`src/rtl/ppu_pkg.sv`:
```
package ppu_pkg;

    // frame geometry, one dot per clk
    localparam int unsigned dots_per_line   = 341;
    localparam int unsigned lines_per_frame = 262;
    localparam int unsigned visible_width   = 256;
    localparam int unsigned visible_lines   = 240;

    // vblank flag set and clear lines
    localparam int unsigned vblank_line     = 241;
    localparam int unsigned prerender_line  = 261;

    localparam int unsigned vaddr_w = 14;

    // video address map
    localparam logic [vaddr_w-1:0] nt_base  = 14'h2000;
    localparam int unsigned        nt_size  = 1024;
    localparam int unsigned        nt_aw    = $clog2(nt_size);
    localparam logic [vaddr_w-1:0] pal_base = 14'h3F00;
    localparam int unsigned        pal_size = 32;
    localparam int unsigned        pal_aw   = $clog2(pal_size);

    localparam int unsigned color_w = 6;

    // greyscale keeps only the luma bits
    localparam logic [color_w-1:0] greyscale_mask = 6'h30;

    typedef enum logic [2:0] {
        reg_ctrl   = 3'd0,
        reg_mask   = 3'd1,
        reg_status = 3'd2,
        reg_addr   = 3'd6,
        reg_data   = 3'd7
    } reg_sel_t;

    typedef enum logic [1:0] {
        PRE_LINE,
        VISIBLE,
        POST_LINE,
        VBLANK
    } vstate_t;

endpackage
```
`src/rtl/frame_timing.sv`:
```
`timescale 1ns/1ps

module frame_timing (
    input  logic             clk,
    input  logic             rst_n,
    output logic [8:0]       row,
    output logic [8:0]       col,
    output ppu_pkg::vstate_t vstate,
    output logic             vblank_set,
    output logic             vblank_clr
);

    logic             line_end;
    ppu_pkg::vstate_t vstate_next;

    assign line_end = (col == 9'(ppu_pkg::dots_per_line - 1));

    always_ff @(posedge clk or negedge rst_n) begin
        if (!rst_n) begin
            row <= '0;
            col <= '0;
        end else if (line_end) begin
            col <= '0;
            if (row == 9'(ppu_pkg::lines_per_frame - 1)) begin
                row <= '0;
            end else begin
                row <= row + 9'd1;
            end
        end else begin
            col <= col + 9'd1;
        end
    end

    // vertical state only moves on the last dot of a line
    always_comb begin
        vstate_next = vstate;
        if (line_end) begin
            case (vstate)
                ppu_pkg::VISIBLE: begin
                    if (row == 9'(ppu_pkg::visible_lines - 1)) begin
                        vstate_next = ppu_pkg::POST_LINE;
                    end
                end
                ppu_pkg::POST_LINE: begin
                    if (row == 9'(ppu_pkg::vblank_line - 1)) begin
                        vstate_next = ppu_pkg::VBLANK;
                    end
                end
                ppu_pkg::VBLANK: begin
                    if (row == 9'(ppu_pkg::prerender_line - 1)) begin
                        vstate_next = ppu_pkg::PRE_LINE;
                    end
                end
                default: begin
                    if (row == 9'(ppu_pkg::lines_per_frame - 1)) begin
                        vstate_next = ppu_pkg::VISIBLE;
                    end
                end
            endcase
        end
    end

    // row 0 is the first visible line
    always_ff @(posedge clk or negedge rst_n) begin
        if (!rst_n) begin
            vstate <= ppu_pkg::VISIBLE;
        end else begin
            vstate <= vstate_next;
        end
    end

    // dot 1 of the set and clear lines
    assign vblank_set = (row == 9'(ppu_pkg::vblank_line)) && (col == 9'd1);
    assign vblank_clr = (row == 9'(ppu_pkg::prerender_line)) && (col == 9'd1);

endmodule

```
`config.mk`:
```
export PLATFORM = sky130hd
export DESIGN_NAME = frame_timing
export DESIGN_NICKNAME = d
export VERILOG_FILES = /design/src/rtl/ppu_pkg.sv /design/src/rtl/frame_timing.sv
export SDC_FILE = /design/constraint.sdc
export NUM_CORES = 1
export LEC_CHECK = 0
export BUFFER_PORTS_ARGS = -buffer_cell sky130_fd_sc_hd__buf_2
export CAP_MARGIN = 5
export CORE_ASPECT_RATIO = 0.8
export CORE_MARGIN = 8
export CORE_UTILIZATION = 50
export CTS_CLUSTER_SIZE = 25
export DETAILED_ROUTE_END_ITERATION = 16
export PLACE_DENSITY = 0.78
export SYNTH_ARGS = -nofsm -noshare
export SYNTH_HDL_FRONTEND = slang
export SYNTH_SLANG_ARGS = --single-unit
```
`constraint.sdc`:
```
create_clock -name clk -period 3.3 [get_ports clk]
set_clock_uncertainty 0.2 [all_clocks]
set_input_delay 0.33 -clock clk [delete_from_list [all_inputs] [get_ports clk]]
set_output_delay 0.33 -clock clk [all_outputs]
set_load 0.005 [all_outputs]
```
After elaboration in Yosys (flattened, before gate mapping)

Cells that the tools add are included.

Register bits: 20
Bits of input ports: 2
Output and inout port bits: 22
Logic and storage cells: 29

$add $sub $neg: 2
Equality and inequality tests: 13
Multiplexer cells: 7
Reductions and logical operators: 4

Operators with widths:

| kind                                                             | count |
|---|---|
| 9-bit by 8-bit == test with 1-bit output (second input constant) | 3 |
| 9-bit == test (second input constant)                            | 3 |
| 9-bit by 1-bit adder with 9-bit output (second input constant)   | 2 |
| 9-bit two-way mux                                                | 2 |
| 9-bit by 1-bit == test with 1-bit output (second input constant) | 1 |
| 2-bit two-way mux                                                | 4 |
| 2-bit inequality test (second input constant)                    | 3 |
| 2-bit one-hot mux with 3 select lines                            | 1 |
| 5-bit AND reduction                                              | 1 |
| 2-bit == test (second input constant)                            | 2 |
| 4-bit nonzero test                                               | 1 |
| 2-bit by 1-bit == test with 1-bit output (second input constant) | 1 |
| 1-bit logical AND                                                | 2 |

Logic depth before layout (Yosys ltp)

Word-level depth: 3
Depth in mapped cells: 7
Depth with buffers taken out: 7

Least setup slack after synthesis

No wires, ideal clock.

Path type: reg2reg
Start: reg row[5]
End: reg vstate[1]
Setup time: 128 ps
Arrival time: 2095 ps
Data required time: 2972 ps
Path slack: 878 ps
Cell stages (with the launch flop): 6
Path buffers: 0
Period minus slack after synthesis: 2422 ps
Cell sequence: dfrtp_1 or4b_4 nor4b_4 o311ai_1 a211oi_2 mux2_1

Word-level cells in the longest chain between the ends: 3
Elaborated cells on any way between the ends: 9
Those cells by class: eq/ne: 7; reduce/logical: 2

Ends and longest elaborated chain:

| item                                                                         | RTL line           | RTL |
|---|---|---|
| from (decl)                                                                  | frame_timing.sv:6  | `output logic [8:0] row,` |
| from (signal assigned)                                                       | frame_timing.sv:27 | `row <= row + 9'd1;` |
| 9-bit == test (tied with other cells)                                        | frame_timing.sv:55 | `if (row == 9'(ppu_pkg::lines_per_frame - 1)) begin` |
| 4-bit nonzero test (no line) / 2-bit inequality test (equally long branches) | --                 |  |
| 5-bit AND reduction (no line) (*)                                            | --                 |  |
| to (signal assigned)                                                         | frame_timing.sv:66 | `vstate <= ppu_pkg::VISIBLE;` |
| to (signal assigned)                                                         | frame_timing.sv:68 | `vstate <= vstate_next;` |
| to (decl)                                                                    | frame_timing.sv:8  | `output ppu_pkg::vstate_t vstate,` |

Mark *: on every way between the ends. The rest lies on a longest branch, timed or not.
A chain may end at the register's enable or synchronous reset.

Worst setup path in the final report

Start: reg row[5]
End: out vblank_clr

Word-level cells in the longest chain between the ends: 2

Ends and longest elaborated chain:

| item              | RTL line           | RTL |
|---|---|---|
| 9-bit == test     | frame_timing.sv:74 | `assign vblank_clr = (row == 9'(ppu_pkg::prerender_line)) && (col == 9'd1);` |
| 1-bit logical AND | frame_timing.sv:74 |  |
| to (decl)         | frame_timing.sv:10 | `output logic vblank_clr` |

Every way passes these cells.

==> flow_summary.ini <==
[status]
status = completed

[power_and_ir_drop]
power_density_nw_per_um2 = 289.8
irDropWorstVdd_mv = 0.2687
power_leakage_nw = 0.6902

[die]
die-area_um2 = 4156
die_h_um = 59.29
start_util = 0.5333
die_w_um = 70.11
rows = 15
ios = 24
core_area_um2 = 2196

[synth]
synth_edf_count = 0
synth-adder-area-share = 0.1068
yosysTopAreaCell = dfrtp_1
synthXorXnorAreaFrac = 0.06731
synth.distinct_cells = 32
synthSimpleGateAreaFrac = 0.2607
synth_top_family_by_area = simple AND/OR/NAND/NOR gates
synth_nets = 128
syn_area_per_cell_um2 = 10.10
synth_area_um2 = 1171
synthCells = 116
synth_top_area_frac = 0.4060
ys_ff_latch = 20
muxShareOfSynthArea = 0.02671
synth_compound_area_frac = 0.08120
async_reset_ff_frac = 1.000
seq_area_frac_synth = 0.4284
yosys_warnings = 0
ys.flop_type = dfrtp_1
synth_area_leaders = dfrtp_1 41%, ha_1 11%, xor2_1 4.5%

[critical_path]
slowest_delay_ps = 580
cp_top_family = simple AND/OR/NAND/NOR gates
crit_path_max_fanout = 9
cp.arrival_ps = 2180
crit_start = row[5]
crit_type = flip-flop to output port
r2r_start = row[5]
required_ps = 2770
slowest_stage = or4b_4
endpoint_kind = output port
cp.buffers_inverters = 1
cp_cell_sequence = or4b_4 > nor4b_4 > nor2b_1 > buf_2
startpoint_type = flip-flop

[route]
drt_first_iter_violations = 67
wl_per_cell_um = 15.11
vias_per_cell = 5.661
final_antenna_net_count = 0
drtPass1Iterations = 4
wirelength_um = 2538
num_vias = 951
drc = 0

[timing]
fin_crit_ps = 2713
period_share = 0.8221
worstMarginPinSlew_ps = 469.1
setup_viol = 0
slew_headroom = 0.6860
fmax_mhz = 368.6
hold_violations = 0
rsz0062_at_grt = no
finalSetupTns_ps = 0
finalMaxSlewViolations = 0

[clock_network]
tritoncts = done
post_cts_resize_count = 0
clock-root-buffer = clkbuf_4
path_clk_slew_ps = 110
cts.path.max_buffers = 2
clk_latency_ps = 310
cts_buffers = 3
cts.sinks = 20
htreeDepth = 1

[finish]
antennaDiodeCount = 0
layout_common_cells = 23 x buf_2, 19 x dfrtp_1, 10 x nor2_1, 10 x ha_1, 8 x inv_1
drive_above_1_share = 0.2168
synthToLayoutAreaGrowth_pct = 16.13
register_area_um2 = 501.7
final_common_cell = buf_2
multi_input_area_um2 = 635.6
nFillCells = 181
fin_util = 0.6194
nNetsFinal = 156

[placed_design]
gp_congestion = 0.8441
portBuffers = 23
place_hpwl_um = 1886

[job]
drv_cap = 0

[grt]
grt_overflow = 0
grt_pass1_wl_um = 4312
antenna_found_initial = 0
track_usage = 0.1259
first_global_vias = 947
grt_max_degree = 21

[min_path]
hp-class = primary input to async pin
-- routing by layer --
metal  global-route usage  vias to the layer above  wire length [um]
li1                     -                      458                 -
met1               0.1538                      474              1240
met2               0.2029                       17              1137
met3              0.04858                        2               139
met4              0.03429                        0                21
met5                    0                        -                 0
-- synth_stat cells (2+ instances only) --
master / number
a21o_1: 2
nand2b_1: 4
nor2b_1: 3
nor2_1: 10
and3_1: 7
nor3_1: 4
ha_1: 10
nand2_1: 6
xnor2_1: 3
o21ai_0: 7
o31ai_1: 2
nand3_1: 5
xor2_1: 6
dfrtp_1: 19
mux2i_1: 2
inv_1: 8
nand4_1: 3
-- where the power goes --
part / switching [mW] / internal [mW] / leakage, nW / total [mW]
clock network: 0.0755 / 0.0675 / 0.0210 / 0.143
registers: 0 / 0.245 / 0.261 / 0.245
logic: 0.00487 / 0.00120 / 0.408 / 0.00607
-- registers in the layout, summed over array words and instances, names as in the netlist --
register,flops
vstate,2
col,9
row,9
-- cell families after synthesis --
group,after synthesis
multiplexers,3
adder cells (fa/ha/maj),10
flip-flops,20
XOR/XNOR,9
buffers and inverters,9
AND/OR/NAND/NOR,51
AO/OA/AOI/OAI,14
-- layout make-up --
cell class,count,share of cell area
clock buffer,4,0.02668
timing repair buffer,24,0.09200
tap,25,0.02300
sequential,20,0.3689
multi-input combinational,87,0.4673
inverter,8,0.02208
-- path summary, 6_finish.rpt --
check / to / slack [ps] / depth (start not counted)
hold reg to reg: row[7] / 330 / 1
min in group clk: row[7] / 330 / 1
hold / removal: row[5] / 300 / 2
max in group asynchronous: vstate[0] / 2260 / 2
setup reg to reg: vstate[1] / 690 / 5
setup / recovery: vblank_clr / 590 / 4
-- timing repair --
item | CTS | global route
hold buffers | 1 | 0
hold endpoints to repair | 19 | 0
buffers inserted | 0 | 0
-- per-stage QoR --
step                cells  worst slack (ps)  hold WS [ps]  power [mW]  area [um^2]
finish                168             587.0         296.1      0.3941         1360
global route          168             440.0         320.4      0.4144         1360
CTS                   168             586.8         282.0      0.4022         1360
detailed placement    163             706.3         102.6      0.2551         1314
global placement      163             759.2         100.5      0.2551         1314
floorplan             116             877.6        -165.6      0.2498         1171
(Power assumes the default switching activity.)
