### config.mk
export PLATFORM = sky130hd
export DESIGN_NAME = mem_arbiter_flat
export DESIGN_NICKNAME = d
export VERILOG_FILES = /design/src/rtl/ppu_pkg.sv /design/src/rtl/ppu_ifs.sv /design/src/rtl/mem_arbiter.sv /design/src/flat_wrapper.sv
export SDC_FILE = /design/constraint.sdc
export NUM_CORES = 1
export LEC_CHECK = 0
export BUFFER_PORTS_ARGS = -buffer_cell sky130_fd_sc_hd__buf_2
export CAP_MARGIN = 20
export CORE_UTILIZATION = 30
export DETAILED_ROUTE_END_ITERATION = 16
export GPL_TIMING_DRIVEN = 0
export PLACE_DENSITY = 0.87
export REMOVE_ABC_BUFFERS = 1
export SLEW_MARGIN = 20
export SYNTH_ARGS = -nofsm -noshare
export SYNTH_HDL_FRONTEND = slang
export SYNTH_SLANG_ARGS = --single-unit
### constraint.sdc
create_clock -name clk -period 2.3 [get_ports clk]
set_clock_uncertainty 0.1 [all_clocks]
set_input_delay 0.345 -clock clk [delete_from_list [all_inputs] [get_ports clk]]
set_output_delay 0.345 -clock clk [all_outputs]
set_load 0.005 [all_outputs]
### src/rtl/ppu_pkg.sv
package ppu_pkg;

    // frame geometry, one dot per clk
    localparam int unsigned dots_per_line   = 341;
    localparam int unsigned lines_per_frame = 262;
    localparam int unsigned visible_width   = 256;
    localparam int unsigned visible_lines   = 240;

    // vblank flag set and clear lines
    localparam int unsigned vblank_line     = 241;
    localparam int unsigned prerender_line  = 261;

    localparam int unsigned vaddr_w = 14;

    // video address map
    localparam logic [vaddr_w-1:0] nt_base  = 14'h2000;
    localparam int unsigned        nt_size  = 1024;
    localparam int unsigned        nt_aw    = $clog2(nt_size);
    localparam logic [vaddr_w-1:0] pal_base = 14'h3F00;
    localparam int unsigned        pal_size = 32;
    localparam int unsigned        pal_aw   = $clog2(pal_size);

    localparam int unsigned color_w = 6;

    // greyscale keeps only the luma bits
    localparam logic [color_w-1:0] greyscale_mask = 6'h30;

    typedef enum logic [2:0] {
        reg_ctrl   = 3'd0,
        reg_mask   = 3'd1,
        reg_status = 3'd2,
        reg_addr   = 3'd6,
        reg_data   = 3'd7
    } reg_sel_t;

    typedef enum logic [1:0] {
        PRE_LINE,
        VISIBLE,
        POST_LINE,
        VBLANK
    } vstate_t;

endpackage
### src/rtl/ppu_ifs.sv
`timescale 1ns/1ps

// cpu side of video memory, one outstanding access
interface cpu_mem_if;
    logic                        req;
    logic                        we;
    logic [ppu_pkg::vaddr_w-1:0] addr;
    logic [7:0]                  wdata;
    logic [7:0]                  rdata;
    logic                        gnt;

    modport client (output req, we, addr, wdata, input rdata, gnt);
    modport arbiter (input req, we, addr, wdata, output rdata, gnt);
endinterface

// renderer side, always served in the request cycle
interface render_mem_if;
    logic                        nt_req;
    logic [ppu_pkg::nt_aw-1:0]   nt_addr;
    logic [7:0]                  nt_data;
    logic                        pal_req;
    logic [ppu_pkg::pal_aw-1:0]  pal_addr;
    logic [ppu_pkg::color_w-1:0] pal_data;

    modport renderer (output nt_req, nt_addr, pal_req, pal_addr, input nt_data, pal_data);
    modport arbiter (input nt_req, nt_addr, pal_req, pal_addr, output nt_data, pal_data);
endinterface

### src/rtl/mem_arbiter.sv
`timescale 1ns/1ps

module mem_arbiter (
    input  logic                        clk,
    input  logic                        rst_n,
    cpu_mem_if.arbiter                  cpu,
    render_mem_if.arbiter               rend,
    output logic                        nt_en,
    output logic                        nt_we,
    output logic [ppu_pkg::nt_aw-1:0]   nt_addr,
    output logic [7:0]                  nt_wdata,
    input  logic [7:0]                  nt_rdata,
    output logic                        pal_en,
    output logic                        pal_we,
    output logic [ppu_pkg::pal_aw-1:0]  pal_addr,
    output logic [ppu_pkg::color_w-1:0] pal_wdata,
    input  logic [ppu_pkg::color_w-1:0] pal_rdata
);

    logic cpu_nt;
    logic cpu_pal;
    logic nt_gnt;
    logic pal_gnt;
    logic miss_gnt;
    logic rd_nt;
    logic rd_pal;

    // bank decode on the upper address bits
    assign cpu_nt  = cpu.addr[ppu_pkg::vaddr_w-1:ppu_pkg::nt_aw]
                  == ppu_pkg::nt_base[ppu_pkg::vaddr_w-1:ppu_pkg::nt_aw];
    assign cpu_pal = cpu.addr[ppu_pkg::vaddr_w-1:ppu_pkg::pal_aw]
                  == ppu_pkg::pal_base[ppu_pkg::vaddr_w-1:ppu_pkg::pal_aw];

    // renderer first, cpu takes a bank only when it is idle
    assign nt_gnt   = cpu.req && cpu_nt && !rend.nt_req;
    assign pal_gnt  = cpu.req && cpu_pal && !rend.pal_req;
    assign miss_gnt = cpu.req && !cpu_nt && !cpu_pal;
    assign cpu.gnt  = nt_gnt || pal_gnt || miss_gnt;

    assign nt_en    = rend.nt_req || nt_gnt;
    assign nt_we    = nt_gnt && cpu.we;
    assign nt_addr  = rend.nt_req ? rend.nt_addr : cpu.addr[ppu_pkg::nt_aw-1:0];
    assign nt_wdata = cpu.wdata;

    assign pal_en    = rend.pal_req || pal_gnt;
    assign pal_we    = pal_gnt && cpu.we;
    assign pal_addr  = rend.pal_req ? rend.pal_addr : cpu.addr[ppu_pkg::pal_aw-1:0];
    assign pal_wdata = cpu.wdata[ppu_pkg::color_w-1:0];

    // which bank the last cpu read went to
    always_ff @(posedge clk or negedge rst_n) begin
        if (!rst_n) begin
            rd_nt  <= 1'b0;
            rd_pal <= 1'b0;
        end else begin
            rd_nt  <= nt_gnt && !cpu.we;
            rd_pal <= pal_gnt && !cpu.we;
        end
    end

    assign rend.nt_data  = nt_rdata;
    assign rend.pal_data = pal_rdata;
    // unmapped reads return zero
    assign cpu.rdata = rd_nt ? nt_rdata : (rd_pal ? 8'(pal_rdata) : 8'h00);

endmodule

### src/flat_wrapper.sv
// flat-port wrapper written by rule: the top's interface ports become plain ports
module mem_arbiter_flat 
  (clk, rst_n, nt_en, nt_we, nt_addr, nt_wdata, nt_rdata, pal_en, pal_we, pal_addr, pal_wdata, pal_rdata, cpu_req, cpu_we, cpu_addr, cpu_wdata, cpu_rdata, cpu_gnt, rend_nt_req, rend_nt_addr, rend_pal_req, rend_pal_addr, rend_nt_data, rend_pal_data);
  cpu_mem_if cpu_i ();
  render_mem_if rend_i ();
  input  logic clk;
  input  logic rst_n;
  output logic nt_en;
  output logic nt_we;
  output logic [ppu_pkg::nt_aw-1:0] nt_addr;
  output logic [7:0] nt_wdata;
  input  logic [7:0] nt_rdata;
  output logic pal_en;
  output logic pal_we;
  output logic [ppu_pkg::pal_aw-1:0] pal_addr;
  output logic [ppu_pkg::color_w-1:0] pal_wdata;
  input  logic [ppu_pkg::color_w-1:0] pal_rdata;
  input wire logic [$bits(cpu_i.req)-1:0] cpu_req;
  input wire logic [$bits(cpu_i.we)-1:0] cpu_we;
  input wire logic [$bits(cpu_i.addr)-1:0] cpu_addr;
  input wire logic [$bits(cpu_i.wdata)-1:0] cpu_wdata;
  output wire logic [$bits(cpu_i.rdata)-1:0] cpu_rdata;
  output wire logic [$bits(cpu_i.gnt)-1:0] cpu_gnt;
  input wire logic [$bits(rend_i.nt_req)-1:0] rend_nt_req;
  input wire logic [$bits(rend_i.nt_addr)-1:0] rend_nt_addr;
  input wire logic [$bits(rend_i.pal_req)-1:0] rend_pal_req;
  input wire logic [$bits(rend_i.pal_addr)-1:0] rend_pal_addr;
  output wire logic [$bits(rend_i.nt_data)-1:0] rend_nt_data;
  output wire logic [$bits(rend_i.pal_data)-1:0] rend_pal_data;
  assign cpu_i.req = cpu_req;
  assign cpu_i.we = cpu_we;
  assign cpu_i.addr = cpu_addr;
  assign cpu_i.wdata = cpu_wdata;
  assign cpu_rdata = cpu_i.rdata;
  assign cpu_gnt = cpu_i.gnt;
  assign rend_i.nt_req = rend_nt_req;
  assign rend_i.nt_addr = rend_nt_addr;
  assign rend_i.pal_req = rend_pal_req;
  assign rend_i.pal_addr = rend_pal_addr;
  assign rend_nt_data = rend_i.nt_data;
  assign rend_pal_data = rend_i.pal_data;
  mem_arbiter u_core (.clk(clk), .rst_n(rst_n), .cpu(cpu_i), .rend(rend_i), .nt_en(nt_en), .nt_we(nt_we), .nt_addr(nt_addr), .nt_wdata(nt_wdata), .nt_rdata(nt_rdata), .pal_en(pal_en), .pal_we(pal_we), .pal_addr(pal_addr), .pal_wdata(pal_wdata), .pal_rdata(pal_rdata));
endmodule
; ---- After elaboration in Yosys (flattened, before gate mapping)
; Index checks and enable logic that the tools add are counted.
[word_totals]
word_cells = 27
output_inout_bits = 56
input_bits = 57
register_bits = 2
[op_classes]
n_eq_ne = 2
reduce_logical = 19
muxes = 4
[ops]
columns = cell, n
row1 = 1-bit logical AND, 10
row2 = 10-bit two-way mux, 1
row3 = 9-bit equality test (second input constant), 1
row4 = 8-bit two-way mux, 1
row5 = 6-bit two-way mux, 1
row6 = 1-bit zero test, 5
row7 = 5-bit two-way mux, 1
row8 = 4-bit equality test (second input constant), 1
row9 = 1-bit logical OR, 4

; ---- Depth between registers and ports, before layout
[depth]
ltp_word = 5
ltp_mapped = 4
depth_no_buf = 3

; ---- Worst setup path before layout
; OpenSTA, ideal clock, no wires.
[synth_timing]
path_kind = in2out
startpoint = in cpu_addr[7]
endpoint = out cpu_gnt
t_arrival_ps = 988
stages = 3
t_required_ps = 1855
path_slack_ps = 867
n_path_buf = 0
path_cell_list = and4bb_4 -> a311o_1 -> nand4b_1
[synth_between]
elab_chain_cells = 5
elab_cells_between_ends = 7
cone_classes = 1 x eq/ne / 6 x reduce/logical
[synth_rtl]
columns = element, line_no
row1 = start: declaration, flat_wrapper.sv:20  ; input wire logic [$bits(cpu_i.addr)-1:0] cpu_addr;
row2 = 9-bit equality test *, mem_arbiter.sv:32  ; == ppu_pkg::pal_base[ppu_pkg::vaddr_w-1:ppu_pkg::pal_aw];
row3 = 1-bit logical AND (2 in series), mem_arbiter.sv:36  ; assign pal_gnt = cpu.req && cpu_pal && !rend.pal_req;
row4 = 1-bit logical OR, mem_arbiter.sv:38  ; assign cpu.gnt = nt_gnt || pal_gnt || miss_gnt;
row5 = 1-bit logical OR *, mem_arbiter.sv:38
row6 = end: declaration, flat_wrapper.sv:23  ; output wire logic [$bits(cpu_i.gnt)-1:0] cpu_gnt;
; Mark *: on every way between the ends. The rest lies on a longest branch, timed or not.

; ---- Final worst setup path
[layout_timing]
startpoint = reg u_core.rd_nt
endpoint = out cpu_rdata[1]
[layout_between]
elab_chain_cells = 1
[layout_rtl]
columns = element, line_no
row1 = start: declaration, mem_arbiter.sv:25  ; logic rd_nt;
row2 = start signal: assignment, mem_arbiter.sv:56  ; rd_nt <= nt_gnt && !cpu.we;
row3 = 8-bit two-way mux, mem_arbiter.sv:64  ; assign cpu.rdata = rd_nt ? nt_rdata : (rd_pal ? 8'(pal_rdata) : 8'h00);
row4 = end: declaration, flat_wrapper.sv:22  ; output wire logic [$bits(cpu_i.rdata)-1:0] cpu_rdata;
; No other way between the ends.

==> results.sh <==
export IMPL_grt_pass1_wl_mm=3.222
export IMPL_pwr_share_seq=0.147
export IMPL_cts_tree="done"
export IMPL_fin_crit_ns=1.772
export IMPL_internal_power_uw=172.5
export IMPL_post_cts_buffers=0
export IMPL_cts_buffer_depth=2
export IMPL_nNetsFinal=200
export IMPL_root_buffer="clkbuf_4"
export IMPL_slew_viol_final=0
export IMPL_syn_area_um2=669.4
export IMPL_avgSynthCellArea_um2=8.582
export IMPL_maxSlewHeadroom=0.7848
export IMPL_p_sw_uw=71.85
export IMPL_peakVddDrop_uv=106.8
export IMPL_track_usage=0.1753
export IMPL_finalWirelength_mm=2.089
export IMPL_ant_nets=0
export IMPL_p_leak_nw=0.5653
export IMPL_drv_cap=0
export IMPL_layout_commonest_cell="buf_2"
export IMPL_grt_max_degree=13
export IMPL_start_util=0.3311
export IMPL_yosys_warnings=0
export IMPL_combPwrFrac=0.535
export IMPL_hp_class="in2reg"
export IMPL_dieHeight_um=49.24
export IMPL_dpl_hpwl_mm=1.770
export IMPL_die_w_um=49.24
export IMPL_io_pins=113
export IMPL_clkTransAtPathRegs_ns=0.03
export IMPL_ys_seq_elements=2
export IMPL_via_count=791
export IMPL_final_cell_mix="buf_2, mux2_2, a22o_1"
export IMPL_vias_per_cell=4.708
export IMPL_ys_seq_area_frac=0.07477
export IMPL_rsz0062_at_grt="false"
export IMPL_total_power_uw=244.3
export IMPL_preCtsSetupSlack_ns=0.5957
export IMPL_grt_pass1_vias=747
export IMPL_core_area_um2=2022
export IMPL_cts_sinks=2
export IMPL_htreeDepth=1
export IMPL_fp_row_count=16
export IMPL_fin_tns_setup_ns=0
export IMPL_hold_viol_final=0
export IMPL_wl_per_cell_um=12.43
export IMPL_setup_violations_final=0
export IMPL_status="finished clean"
export IMPL_cts_made_buffers=3
export IMPL_yosysUniqueCellTypes=22
export IMPL_n_antenna_cell=0
export IMPL_cp_max_fo=10
export IMPL_path_class="reg2out"
export IMPL_dieArea_um2=2424
export IMPL_io_buffers=90
export IMPL_required_ns=1.86
export IMPL_p_clk_frac=0.318
export IMPL_drt_initial_drc_count=10
export IMPL_crit_arrival_ns=1.33
export IMPL_place_congestion=0.7189
export IMPL_grt_overflow_total=0
export IMPL_grt_antenna_before_repair=0
export IMPL_p_per_area_nw_per_um2=255.9
export IMPL_critPathLaunchType="flip-flop"
export IMPL_worst_slew_pin_slew_ns=0.3222
export IMPL_post_route_drc_count=0
export IMPL_layout_setup_ws_ns=0.5277
export IMPL_swShare=0.2940
export IMPL_netlist_instances=78
export IMPL_period_share=0.7706
export IMPL_syn_to_final_growth_pct=42.62
export IMPL_end_kind="primary output"
export IMPL_fillers=221
export IMPL_final_layout_size_suffix_gt1_frac=0.7660
export IMPL_clock_fmax_mhz=564.2
export IMPL_firstDrtPassIters=4
-- stage by stage --
stage	util	instances	hold slack, ns	instance area [um^2]
final	0.4722	168	0.2069	954.7
after global routing	0.4722	168	0.2110	954.7
after CTS	0.4722	168	0.1949	954.7
after detailed placement	0.4561	164	0.03633	922.1
after global placement	0.4561	164	0.03512	922.1
after floorplan	-	47	-0.05059	437.9
-- timing repair --
| action | in CTS | in global routing |
|---|---|---|
| hold endpoints to repair | 2 | 0 |
| hold buffers | 1 | 0 |
| gates resized for setup | 0 | 0 |
-- synth_stat cells --
master | instances | share of area
and2_1 | 2 | 0.019
nand3b_1 | 1 | 0.011
and3b_1 | 1 | 0.013
mux2_1 | 2 | 0.034
mux2_2 | 13 | 0.22
nor4b_4 | 1 | 0.036
nor3_1 | 1 | 0.0075
o21ai_0 | 1 | 0.0075
buf_2 | 2 | 0.015
a21o_1 | 1 | 0.011
nand2_1 | 3 | 0.017
and4bb_4 | 1 | 0.024
dfrtp_1 | 2 | 0.075
nor2_1 | 4 | 0.022
buf_6 | 1 | 0.017
a22o_1 | 5 | 0.065
inv_1 | 2 | 0.011
a31o_1 | 1 | 0.013
nand4b_1 | 2 | 0.026
buf_4 | 28 | 0.31
nor2b_1 | 3 | 0.028
a311o_1 | 1 | 0.015
-- worst paths after layout --
check	end	cells after the start	slack [ns]	from
max	cpu_rdata[1]	3	0.53	u_core.rd_nt
min	u_core.rd_nt	2	0.21	cpu_we
max in group asynchronous	u_core.rd_pal	2	1.66	rst_n
min in group asynchronous	u_core.rd_nt	2	0.34	rst_n
-- worst max-delay path, stage by stage, from the launching register on --
cell and delay, ns:
dfrtp_1 0.46, nor2b_1 0.32, a22o_1 0.20, buf_2 0.11
-- cell type report --
class,count,area [um^2],area share
clock buffers,3,22.52,0.02359
inverters,2,7.507,0.007864
multi-input cells,43,380.4,0.3984
flip-flops and latches,2,50.05,0.05242
well taps,27,33.78,0.03539
repair buffers,91,460.4,0.4823
-- registers in the layout, summed over array words and instances, names as in the netlist --
| register | flops |
|---|---|
| u_core.rd_nt | 1 |
| u_core.rd_pal | 1 |
-- power by group through the flow --
stage / clock [mW] / sequential, mW / combinational (mW)
final: 0.0777 / 0.0358 / 0.131
after global placement: 0 / 0.0361 / 0.129
after CTS: 0.0833 / 0.0358 / 0.132
after floorplan: 0 / 0.0361 / 0.0391
after global routing: 0.0838 / 0.0358 / 0.144
after detailed placement: 0 / 0.0362 / 0.130
-- per-layer routing --
layer / vias up / track usage / wire length [um]
met5: - / 0 / 0
met4: 0 / 0.05882 / 0
met3: 0 / 0.1215 / 372
met2: 76 / 0.3105 / 1048
met1: 343 / 0.1553 / 668
li1: 372 / - / -
-- cell families after synthesis --
family / Yosys count / synth area share
simple gates: 19 / 0.2037
buf+inv: 33 / 0.3570
compound gates: 9 / 0.1121
mux: 15 / 0.2523
flops: 2 / 0.07477
No activity file was read; power rests on OpenSTA's default activity.
