--- config.mk ---
export PLATFORM = sky130hd
export DESIGN_NAME = ppu_regs_flat
export DESIGN_NICKNAME = d
export VERILOG_FILES = /design/src/rtl/ppu_pkg.sv /design/src/rtl/ppu_ifs.sv /design/src/rtl/ppu_regs.sv /design/src/flat_wrapper.sv
export SDC_FILE = /design/constraint.sdc
export NUM_CORES = 1
export LEC_CHECK = 0
export ABC_AREA = 1
export ABC_CLOCK_PERIOD_IN_PS = 1650
export BUFFER_PORTS_ARGS = -buffer_cell sky130_fd_sc_hd__buf_4
export CORE_AREA = 5 5 98 100
export CTS_BUF_LIST = sky130_fd_sc_hd__clkbuf_8 sky130_fd_sc_hd__clkbuf_16
export DETAILED_ROUTE_END_ITERATION = 12
export DIE_AREA = 0 0 103 105
export GPL_TIMING_DRIVEN = 0
export MAX_ROUTING_LAYER = met4
export PLACE_DENSITY = 0.57
export SYNTH_ARGS = -nofsm -noshare
export SYNTH_HDL_FRONTEND = slang
export SYNTH_SLANG_ARGS = --single-unit
--- constraint.sdc ---
create_clock -name clk -period 1.65 [get_ports clk]
set_input_delay 0 -clock clk [delete_from_list [all_inputs] [get_ports clk]]
set_output_delay 0 -clock clk [all_outputs]
set_load 0.02 [all_outputs]
--- src/rtl/ppu_pkg.sv ---
package ppu_pkg;

    // frame geometry, one dot per clk
    localparam int unsigned dots_per_line   = 341;
    localparam int unsigned lines_per_frame = 262;
    localparam int unsigned visible_width   = 256;
    localparam int unsigned visible_lines   = 240;

    // vblank flag set and clear lines
    localparam int unsigned vblank_line     = 241;
    localparam int unsigned prerender_line  = 261;

    localparam int unsigned vaddr_w = 14;

    // video address map
    localparam logic [vaddr_w-1:0] nt_base  = 14'h2000;
    localparam int unsigned        nt_size  = 1024;
    localparam int unsigned        nt_aw    = $clog2(nt_size);
    localparam logic [vaddr_w-1:0] pal_base = 14'h3F00;
    localparam int unsigned        pal_size = 32;
    localparam int unsigned        pal_aw   = $clog2(pal_size);

    localparam int unsigned color_w = 6;

    // greyscale keeps only the luma bits
    localparam logic [color_w-1:0] greyscale_mask = 6'h30;

    typedef enum logic [2:0] {
        reg_ctrl   = 3'd0,
        reg_mask   = 3'd1,
        reg_status = 3'd2,
        reg_addr   = 3'd6,
        reg_data   = 3'd7
    } reg_sel_t;

    typedef enum logic [1:0] {
        PRE_LINE,
        VISIBLE,
        POST_LINE,
        VBLANK
    } vstate_t;

endpackage
--- src/rtl/ppu_ifs.sv ---
`timescale 1ns/1ps

// cpu side of video memory, one outstanding access
interface cpu_mem_if;
    logic                        req;
    logic                        we;
    logic [ppu_pkg::vaddr_w-1:0] addr;
    logic [7:0]                  wdata;
    logic [7:0]                  rdata;
    logic                        gnt;

    modport client (output req, we, addr, wdata, input rdata, gnt);
    modport arbiter (input req, we, addr, wdata, output rdata, gnt);
endinterface


--- src/rtl/ppu_regs.sv ---
`timescale 1ns/1ps

module ppu_regs (
    input  logic              clk,
    input  logic              rst_n,
    input  ppu_pkg::reg_sel_t reg_sel,
    input  logic              reg_we,
    input  logic              reg_re,
    input  logic [7:0]        reg_wdata,
    input  logic              vblank_set,
    input  logic              vblank_clr,
    output logic [7:0]        reg_rdata,
    output logic              nmi_n,
    output logic [7:0]        ctrl,
    output logic [7:0]        mask,
    cpu_mem_if.client         mem
);

    logic                        vblank_flag;
    logic                        addr_latch;
    logic [ppu_pkg::vaddr_w-1:0] vaddr;
    logic [ppu_pkg::vaddr_w-1:0] vaddr_step;
    logic                        status_rd;
    logic                        data_acc;
    logic                        pend_valid;
    logic                        pend_we;
    logic [ppu_pkg::vaddr_w-1:0] pend_addr;
    logic [7:0]                  pend_wdata;
    logic                        rd_fill;
    logic [7:0]                  rd_buf;

    assign status_rd  = reg_re && (reg_sel == ppu_pkg::reg_status);
    assign data_acc   = (reg_we || reg_re) && (reg_sel == ppu_pkg::reg_data);
    // ctrl bit 2 steps down one nametable row
    assign vaddr_step = ctrl[2] ? 14'd32 : 14'd1;

    always_ff @(posedge clk or negedge rst_n) begin
        if (!rst_n) begin
            ctrl        <= '0;
            mask        <= '0;
            vblank_flag <= 1'b0;
            addr_latch  <= 1'b0;
            vaddr       <= '0;
            pend_valid  <= 1'b0;
            rd_fill     <= 1'b0;
        end else begin
            if (reg_we && reg_sel == ppu_pkg::reg_ctrl) begin
                ctrl <= reg_wdata;
            end
            if (reg_we && reg_sel == ppu_pkg::reg_mask) begin
                mask <= reg_wdata;
            end

            if (vblank_clr) begin
                vblank_flag <= 1'b0;
            end else if (vblank_set) begin
                vblank_flag <= 1'b1;
            end else if (status_rd) begin
                vblank_flag <= 1'b0;
            end

            // high byte first, then low byte
            if (status_rd) begin
                addr_latch <= 1'b0;
            end else if (reg_we && reg_sel == ppu_pkg::reg_addr) begin
                addr_latch <= ~addr_latch;
                if (!addr_latch) begin
                    vaddr[13:8] <= reg_wdata[5:0];
                end else begin
                    vaddr[7:0] <= reg_wdata;
                end
            end

            if (data_acc) begin
                vaddr      <= vaddr + vaddr_step;
                pend_valid <= 1'b1;
            end else if (mem.gnt) begin
                pend_valid <= 1'b0;
            end

            rd_fill <= mem.gnt && !pend_we;
        end
    end

    always_ff @(posedge clk) begin
        if (data_acc) begin
            pend_we    <= reg_we;
            pend_addr  <= vaddr;
            pend_wdata <= reg_wdata;
        end
        // memory data lands the cycle after the grant
        if (rd_fill) begin
            rd_buf <= mem.rdata;
        end
        if (reg_re) begin
            case (reg_sel)
                ppu_pkg::reg_ctrl:   reg_rdata <= ctrl;
                ppu_pkg::reg_mask:   reg_rdata <= mask;
                ppu_pkg::reg_status: reg_rdata <= {vblank_flag, 7'b0};
                ppu_pkg::reg_data:   reg_rdata <= rd_fill ? mem.rdata : rd_buf;
                default:             reg_rdata <= 8'h00;
            endcase
        end
    end

    assign mem.req   = pend_valid;
    assign mem.we    = pend_we;
    assign mem.addr  = pend_addr;
    assign mem.wdata = pend_wdata;

    assign nmi_n = !(vblank_flag && ctrl[7]);

endmodule

--- src/flat_wrapper.sv ---
// flat-port wrapper written by rule: the top's interface ports become plain ports
module ppu_regs_flat 
  (clk, rst_n, reg_sel, reg_we, reg_re, reg_wdata, vblank_set, vblank_clr, reg_rdata, nmi_n, ctrl, mask, mem_req, mem_we, mem_addr, mem_wdata, mem_rdata, mem_gnt);
  cpu_mem_if mem_i ();
  input  logic clk;
  input  logic rst_n;
  input  ppu_pkg::reg_sel_t reg_sel;
  input  logic reg_we;
  input  logic reg_re;
  input  logic [7:0] reg_wdata;
  input  logic vblank_set;
  input  logic vblank_clr;
  output logic [7:0] reg_rdata;
  output logic nmi_n;
  output logic [7:0] ctrl;
  output logic [7:0] mask;
  output wire logic [$bits(mem_i.req)-1:0] mem_req;
  output wire logic [$bits(mem_i.we)-1:0] mem_we;
  output wire logic [$bits(mem_i.addr)-1:0] mem_addr;
  output wire logic [$bits(mem_i.wdata)-1:0] mem_wdata;
  input wire logic [$bits(mem_i.rdata)-1:0] mem_rdata;
  input wire logic [$bits(mem_i.gnt)-1:0] mem_gnt;
  assign mem_req = mem_i.req;
  assign mem_we = mem_i.we;
  assign mem_addr = mem_i.addr;
  assign mem_wdata = mem_i.wdata;
  assign mem_i.rdata = mem_rdata;
  assign mem_i.gnt = mem_gnt;
  ppu_regs u_core (.clk(clk), .rst_n(rst_n), .reg_sel(reg_sel), .reg_we(reg_we), .reg_re(reg_re), .reg_wdata(reg_wdata), .vblank_set(vblank_set), .vblank_clr(vblank_clr), .reg_rdata(reg_rdata), .nmi_n(nmi_n), .ctrl(ctrl), .mask(mask), .mem(mem_i));
endmodule
=== Word level (Yosys, flattened, before mapping) ===
Index checks and enable logic that the tools add are counted.

* Add/sub/neg operators: 1
* Multipliers: 0
* Div/mod/pow operators: 0
* Magnitude comparators: 0
* Eq/ne operators: 6
* Shift operators: 0
* Multiplexer cells: 15
* Bitwise gates (word level): 1
* Reduce and logical (&&, ||, !) cells: 18

{| class="wikitable"
|+ Operators with widths
! operator !! count
|-
| 2-to-1 mux 14 bit || 3
|-
| case mux 8 bit (4 select lines) || 1
|-
| 2-to-1 mux 8 bit || 2
|-
| adder 14 bit || 1
|-
| 2-to-1 mux 6 bit || 2
|-
| nonzero test 2 bit || 4
|-
| logical AND 1 bit || 7
|-
| 2-to-1 mux 1 bit || 7
|-
| == test 3 bit (second input constant) || 2
|-
| AND reduction 3 bit || 2
|-
| inequality test 2 bit (second input constant) || 2
|-
| == test 3 x 1 -> 1 bit (second input constant) || 1
|-
| == test 3 x 2 -> 1 bit (second input constant) || 1
|-
| zero test 3 bit || 1
|-
| nonzero test 3 bit || 1
|-
| zero test 1 bit || 2
|-
| logical OR 1 bit || 1
|-
| inverter 1 bit || 1
|}

* Flip-flop bits (word level): 73
* Latch bits: 0
* Bits in writable memories: 0
* Bits in read-only memories: 0
* Output and inout bits: 49
* Memories kept: 0

=== Logic depth before layout (Yosys ltp) ===
* Word-level depth: 5
* Gate-level depth with buffers: 11
* Mapped depth without buffers: 11

=== Worst setup path after synthesis ===
OpenSTA, ideal clock, no wires.

* Path kind: reg2reg
* From: register u_core.ctrl[2]
* To: register u_core.vaddr[10] (netlist bit)
* Setup time: 118 ps
* Data arrival time: 1507 ps
* Required time: 1532 ps
* Slack: 26 ps
* Stages on the path, launching flop included: 11
* Buffers on the path: 0
* Path through: dfrtp_1 -> inv_1 -> ha_1 -> ha_1 -> nand2_1 -> nor2_1 -> nand2_1 -> nand2_1 -> nand3_1 -> nand3_1 -> nand2_1

* Word-level cells in the longest chain between the ends: 3

{| class="wikitable"
|+ RTL lines
! what !! line !! text
|-
| start, declared || ppu_regs.sv:14 || <nowiki>output logic [7:0] ctrl,</nowiki>
|-
| start signal, assigned || ppu_regs.sv:48 || <nowiki>ctrl <= reg_wdata;</nowiki>
|-
| 2-to-1 mux 6 bit || ppu_regs.sv:35 || <nowiki>assign vaddr_step = ctrl[2] ? 14'd32 : 14'd1;</nowiki>
|-
| adder 14 bit || ppu_regs.sv:75 || <nowiki>vaddr <= vaddr + vaddr_step;</nowiki>
|-
| 2-to-1 mux 14 bit || ppu_regs.sv:74 || <nowiki>if (data_acc) begin</nowiki>
|-
| end signal, assigned || ppu_regs.sv:75 ||
|-
| end, declared || ppu_regs.sv:21 || <nowiki>logic [ppu_pkg::vaddr_w-1:0] vaddr;</nowiki>
|}

No other way between the ends.
A chain may end at the register's enable or synchronous reset.

=== Worst setup path in the final report ===
* From: input port reg_re
* To: register u_core.pend_addr, in the netlist u_core.mem.addr[8] (enable)

* Word-level cells in the longest chain between the ends: 2

{| class="wikitable"
|+ RTL lines
! what !! line !! text
|-
| start, declared || flat_wrapper.sv:9 || <nowiki>input logic reg_re;</nowiki>
|-
| logical OR 1 bit || ppu_regs.sv:33 || <nowiki>assign data_acc = (reg_we || reg_re) && (reg_sel == ppu_pkg::reg_data);</nowiki>
|-
| logical AND 1 bit || ppu_regs.sv:33 ||
|-
| net u_core.data_acc || ppu_regs.sv:24 || <nowiki>logic data_acc;</nowiki>
|-
| end signal, assigned || ppu_regs.sv:88 || <nowiki>pend_addr <= vaddr;</nowiki>
|-
| end, declared || ppu_regs.sv:27 || <nowiki>logic [ppu_pkg::vaddr_w-1:0] pend_addr;</nowiki>
|}

The timed path passes the listed nets, and every way through them passes these cells.

==> impl_metrics.yaml <==
outcome:
  status: "finished clean"
sta:
  post-route-period-util_pct: 92.95
  maxSlewHeadroom_pct: 68.63
  holdWs_ns: 0.06382
  tightest_slew_ns: 0.4705
  rsz0062_at_grt: "false"
  fmax_ghz: 0.6520
  slew_viol_final: 0
  fin_skew_ns: 0.008783
  hold_viol_final: 0
  setup_viol: 0
  tns_ns: 0
  min_period_ns: 1.534
clock_network:
  ctsRootBufferMaster: "clkbuf_8"
  htreeDepth: 3
  max-clock-path-buffers: 2
  numCtsBuffers: 9
  numClockSinks: 73
  cts_tree: "done"
  path_clk_slew_ns: 0.08
  clkLatencyLatePin_ns: 0.35
global_route:
  grt.met1_usage_pct: 19.92
  first_global_vias: 2640
  grt_start_max_net_pins: 35
  gr-total-overflow: 0
  grtUsageMet2_pct: 25.89
  grt_pass1_wl_um: 13120
  track_usage_pct: 15.95
  grt-busiest-layer: "met2"
  grtUsageMet3_pct: 2.398
  antenna_found_initial: 0
floorplanning:
  initial_core_util_pct: 37.41
  fp.dieW_um: 103
  ios: 75
  core_area_mm2: 0.008593
  chipHeight_um: 105
  rows: 34
  die_area_mm2: 0.01082
logic_synthesis:
  ys_seq_area_share_pct: 60.41
  yosysMostFrequentCell: "nand2_1"
  yosys.area_share.adder_pct: 1.168
  synthCells: 334
  synth_cell_types: 29
  synthMuxAreaShare_pct: 2.452
  syn_area_mm2: 0.003214
  ys.flop_type: "dfrtp_1"
  synth_fp_nets: 363
  ys_seq_elements: 73
  ys_async_sr_fraction_pct: 46.58
  synth-edff-count: 31
  synth_top_family_by_area: "simple AND/OR/NAND/NOR gates"
  yosysTopAreaCell: "edfxtp_1"
  postSynthAreaPerCell_um2: 9.624
  ys_top_cells_by_count: "nand2_1 (112), dfrtp_1 (34), nand3_1 (34), edfxtp_1 (31), inv_1 (30)"
  synth_xor_area_share_pct: 0
  synth_top_area_share_pct: 28.96
  synth_compound_area_share_pct: 5.605
  yosysWarnings: 0
  yosys.area_share.simple_pct: 24.91
  synth_area_leaders: "edfxtp_1 (29%), dfrtp_1 (26%), nand2_1 (13%)"
setup_path:
  worst_ep_required_time_ns: 1.67
  worstPathMaxFanout: 32
  crit_start: "reg_re"
  cp-start-kind: "primary input"
  reg2reg_slack_ns: 0.12
  worstSetupEndpointType: "register"
  reg2reg_depth: 9
  r2r-start: "u_core.ctrl[2]"
  criticalPathCategory: "in -> reg"
  reg2reg_to: "u_core.vaddr[11]"
  critical_path_arrival_ns: 1.55
worst_hold_path:
  hold_start: "reg_sel[1]"
  min_to: "u_core.reg_rdata[7]"
  worstHoldPathCells: 3
  hold_class: "in -> reg"
power:
  power_density_mw_per_mm2: 1198
  power_mw: 5.349
  ir_worst_vdd_v: 0.0003965
  power_leakage_nw: 2.082
placed_design:
  dp_cells: 516
  hpwl_um: 5747
  portBuffers: 74
  place_congestion: 0.8626
finish:
  diodes: 0
  area.growth.synth_to_final_pct: 38.93
  stdcell_count: 557
  nets: 473
  layout-drive-gt1-share_pct: 30.73
drt:
  wl_per_cell_um: 14.62
  dr.pass1.iters: 4
  vias: 2649
  routed_wl_um: 8144
  drc_errors: 0
  drtIter0Drc: 111
  via_per_inst: 4.756
  detail-route-antenna-nets: 0
run:
  drv_cap: 0
[cell families after synthesis]
logic type / Yosys count
fa+ha+maj: 3
simple gates: 181
compound gates: 30
mux: 7
flops: 73
buf+inv: 40
[cell usage in the layout (no fill, tap or decap), types with 10 or more instances in the layout]
cell type,instances
nand2_2,10
nor2_1,17
nand2_1,105
nand3_1,34
buf_4,76
edfxtp_1,31
o21ai_0,18
dfrtp_1,34
dlygate4sd3_1,22
inv_1,29
[layer usage]
layer  wire, µm  up-vias
met3        463       13
met2       3933       73
met4        125        0
li1           -     1318
met1       3622     1245
met5          0        -
[critical path, stage by stage]
cell and delay, ns:
dlygate4sd3_1 0.54, buf_4 0.21, nor2_1 0.09, nor3_4 0.34, buf_6 0.36
[report_power, final]
| part | internal (mW) | total, mW | leakage (nW) | switching (mW) |
|---|---|---|---|---|
| Combinational | 0.523 | 1.15 | 1.16 | 0.630 |
| Sequential | 2.20 | 2.46 | 0.791 | 0.265 |
| Clock | 1.04 | 1.73 | 0.130 | 0.693 |
| Total | 3.76 | 5.35 | 2.08 | 1.59 |
[how the worst max path moves through the flow]
stage                              end  cells after the start
floorplan             u_core.vaddr[10]                     10
global placement      u_core.vaddr[12]                     10
detailed placement    u_core.vaddr[12]                     10
CTS                   u_core.vaddr[10]                     10
global route           u_core.vaddr[7]                     10
finish              u_core.mem.addr[8]                      5
[sequential cells by signal, indices dropped and copies added (netlist names)]
register and count:
u_core.mask 8, u_core.mem.addr 14, u_core.mem.req 1, u_core.vaddr 14
u_core.mem.we 1, u_core.reg_rdata 8, u_core.mem.wdata 8, u_core.rd_buf 8
u_core.addr_latch 1, u_core.vblank_flag 1, u_core.ctrl 8, u_core.rd_fill 1
[what timing repair did]
action,CTS,global route
endpoints found under the hold margin,77,0
hold buffers,22,0
endpoints found under the setup margin,5,9
pin swaps,1,4
setup buffers,2,1
resized for setup,3,14
[layout make-up]
cell class / count / area, µm²
inverters: 35 / 131.4
multi-input cells: 221 / 1155
fillers: 801 / 4128
plain buffers: 5 / 43.79
clock inverters: 5 / 82.58
flip-flops and latches: 73 / 1942
well taps: 108 / 135.1
repair buffers: 99 / 802.0
clock buffers: 11 / 173.9
[metrics by stage]
step           utilization, %  instance area [µm²]  setup WS (ns)
2_1_floorplan               -                 3214        0.02591
5_1_grt                 51.97                 4466    0.000004441
6_report                51.97                 4466         0.1162
4_1_cts                 51.28                 4407       0.008406
3_3_place_gp            45.44                 3905        -0.1991
3_5_place_dp            45.44                 3905        -0.2309
No activity file was read; power rests on OpenSTA's default activity.
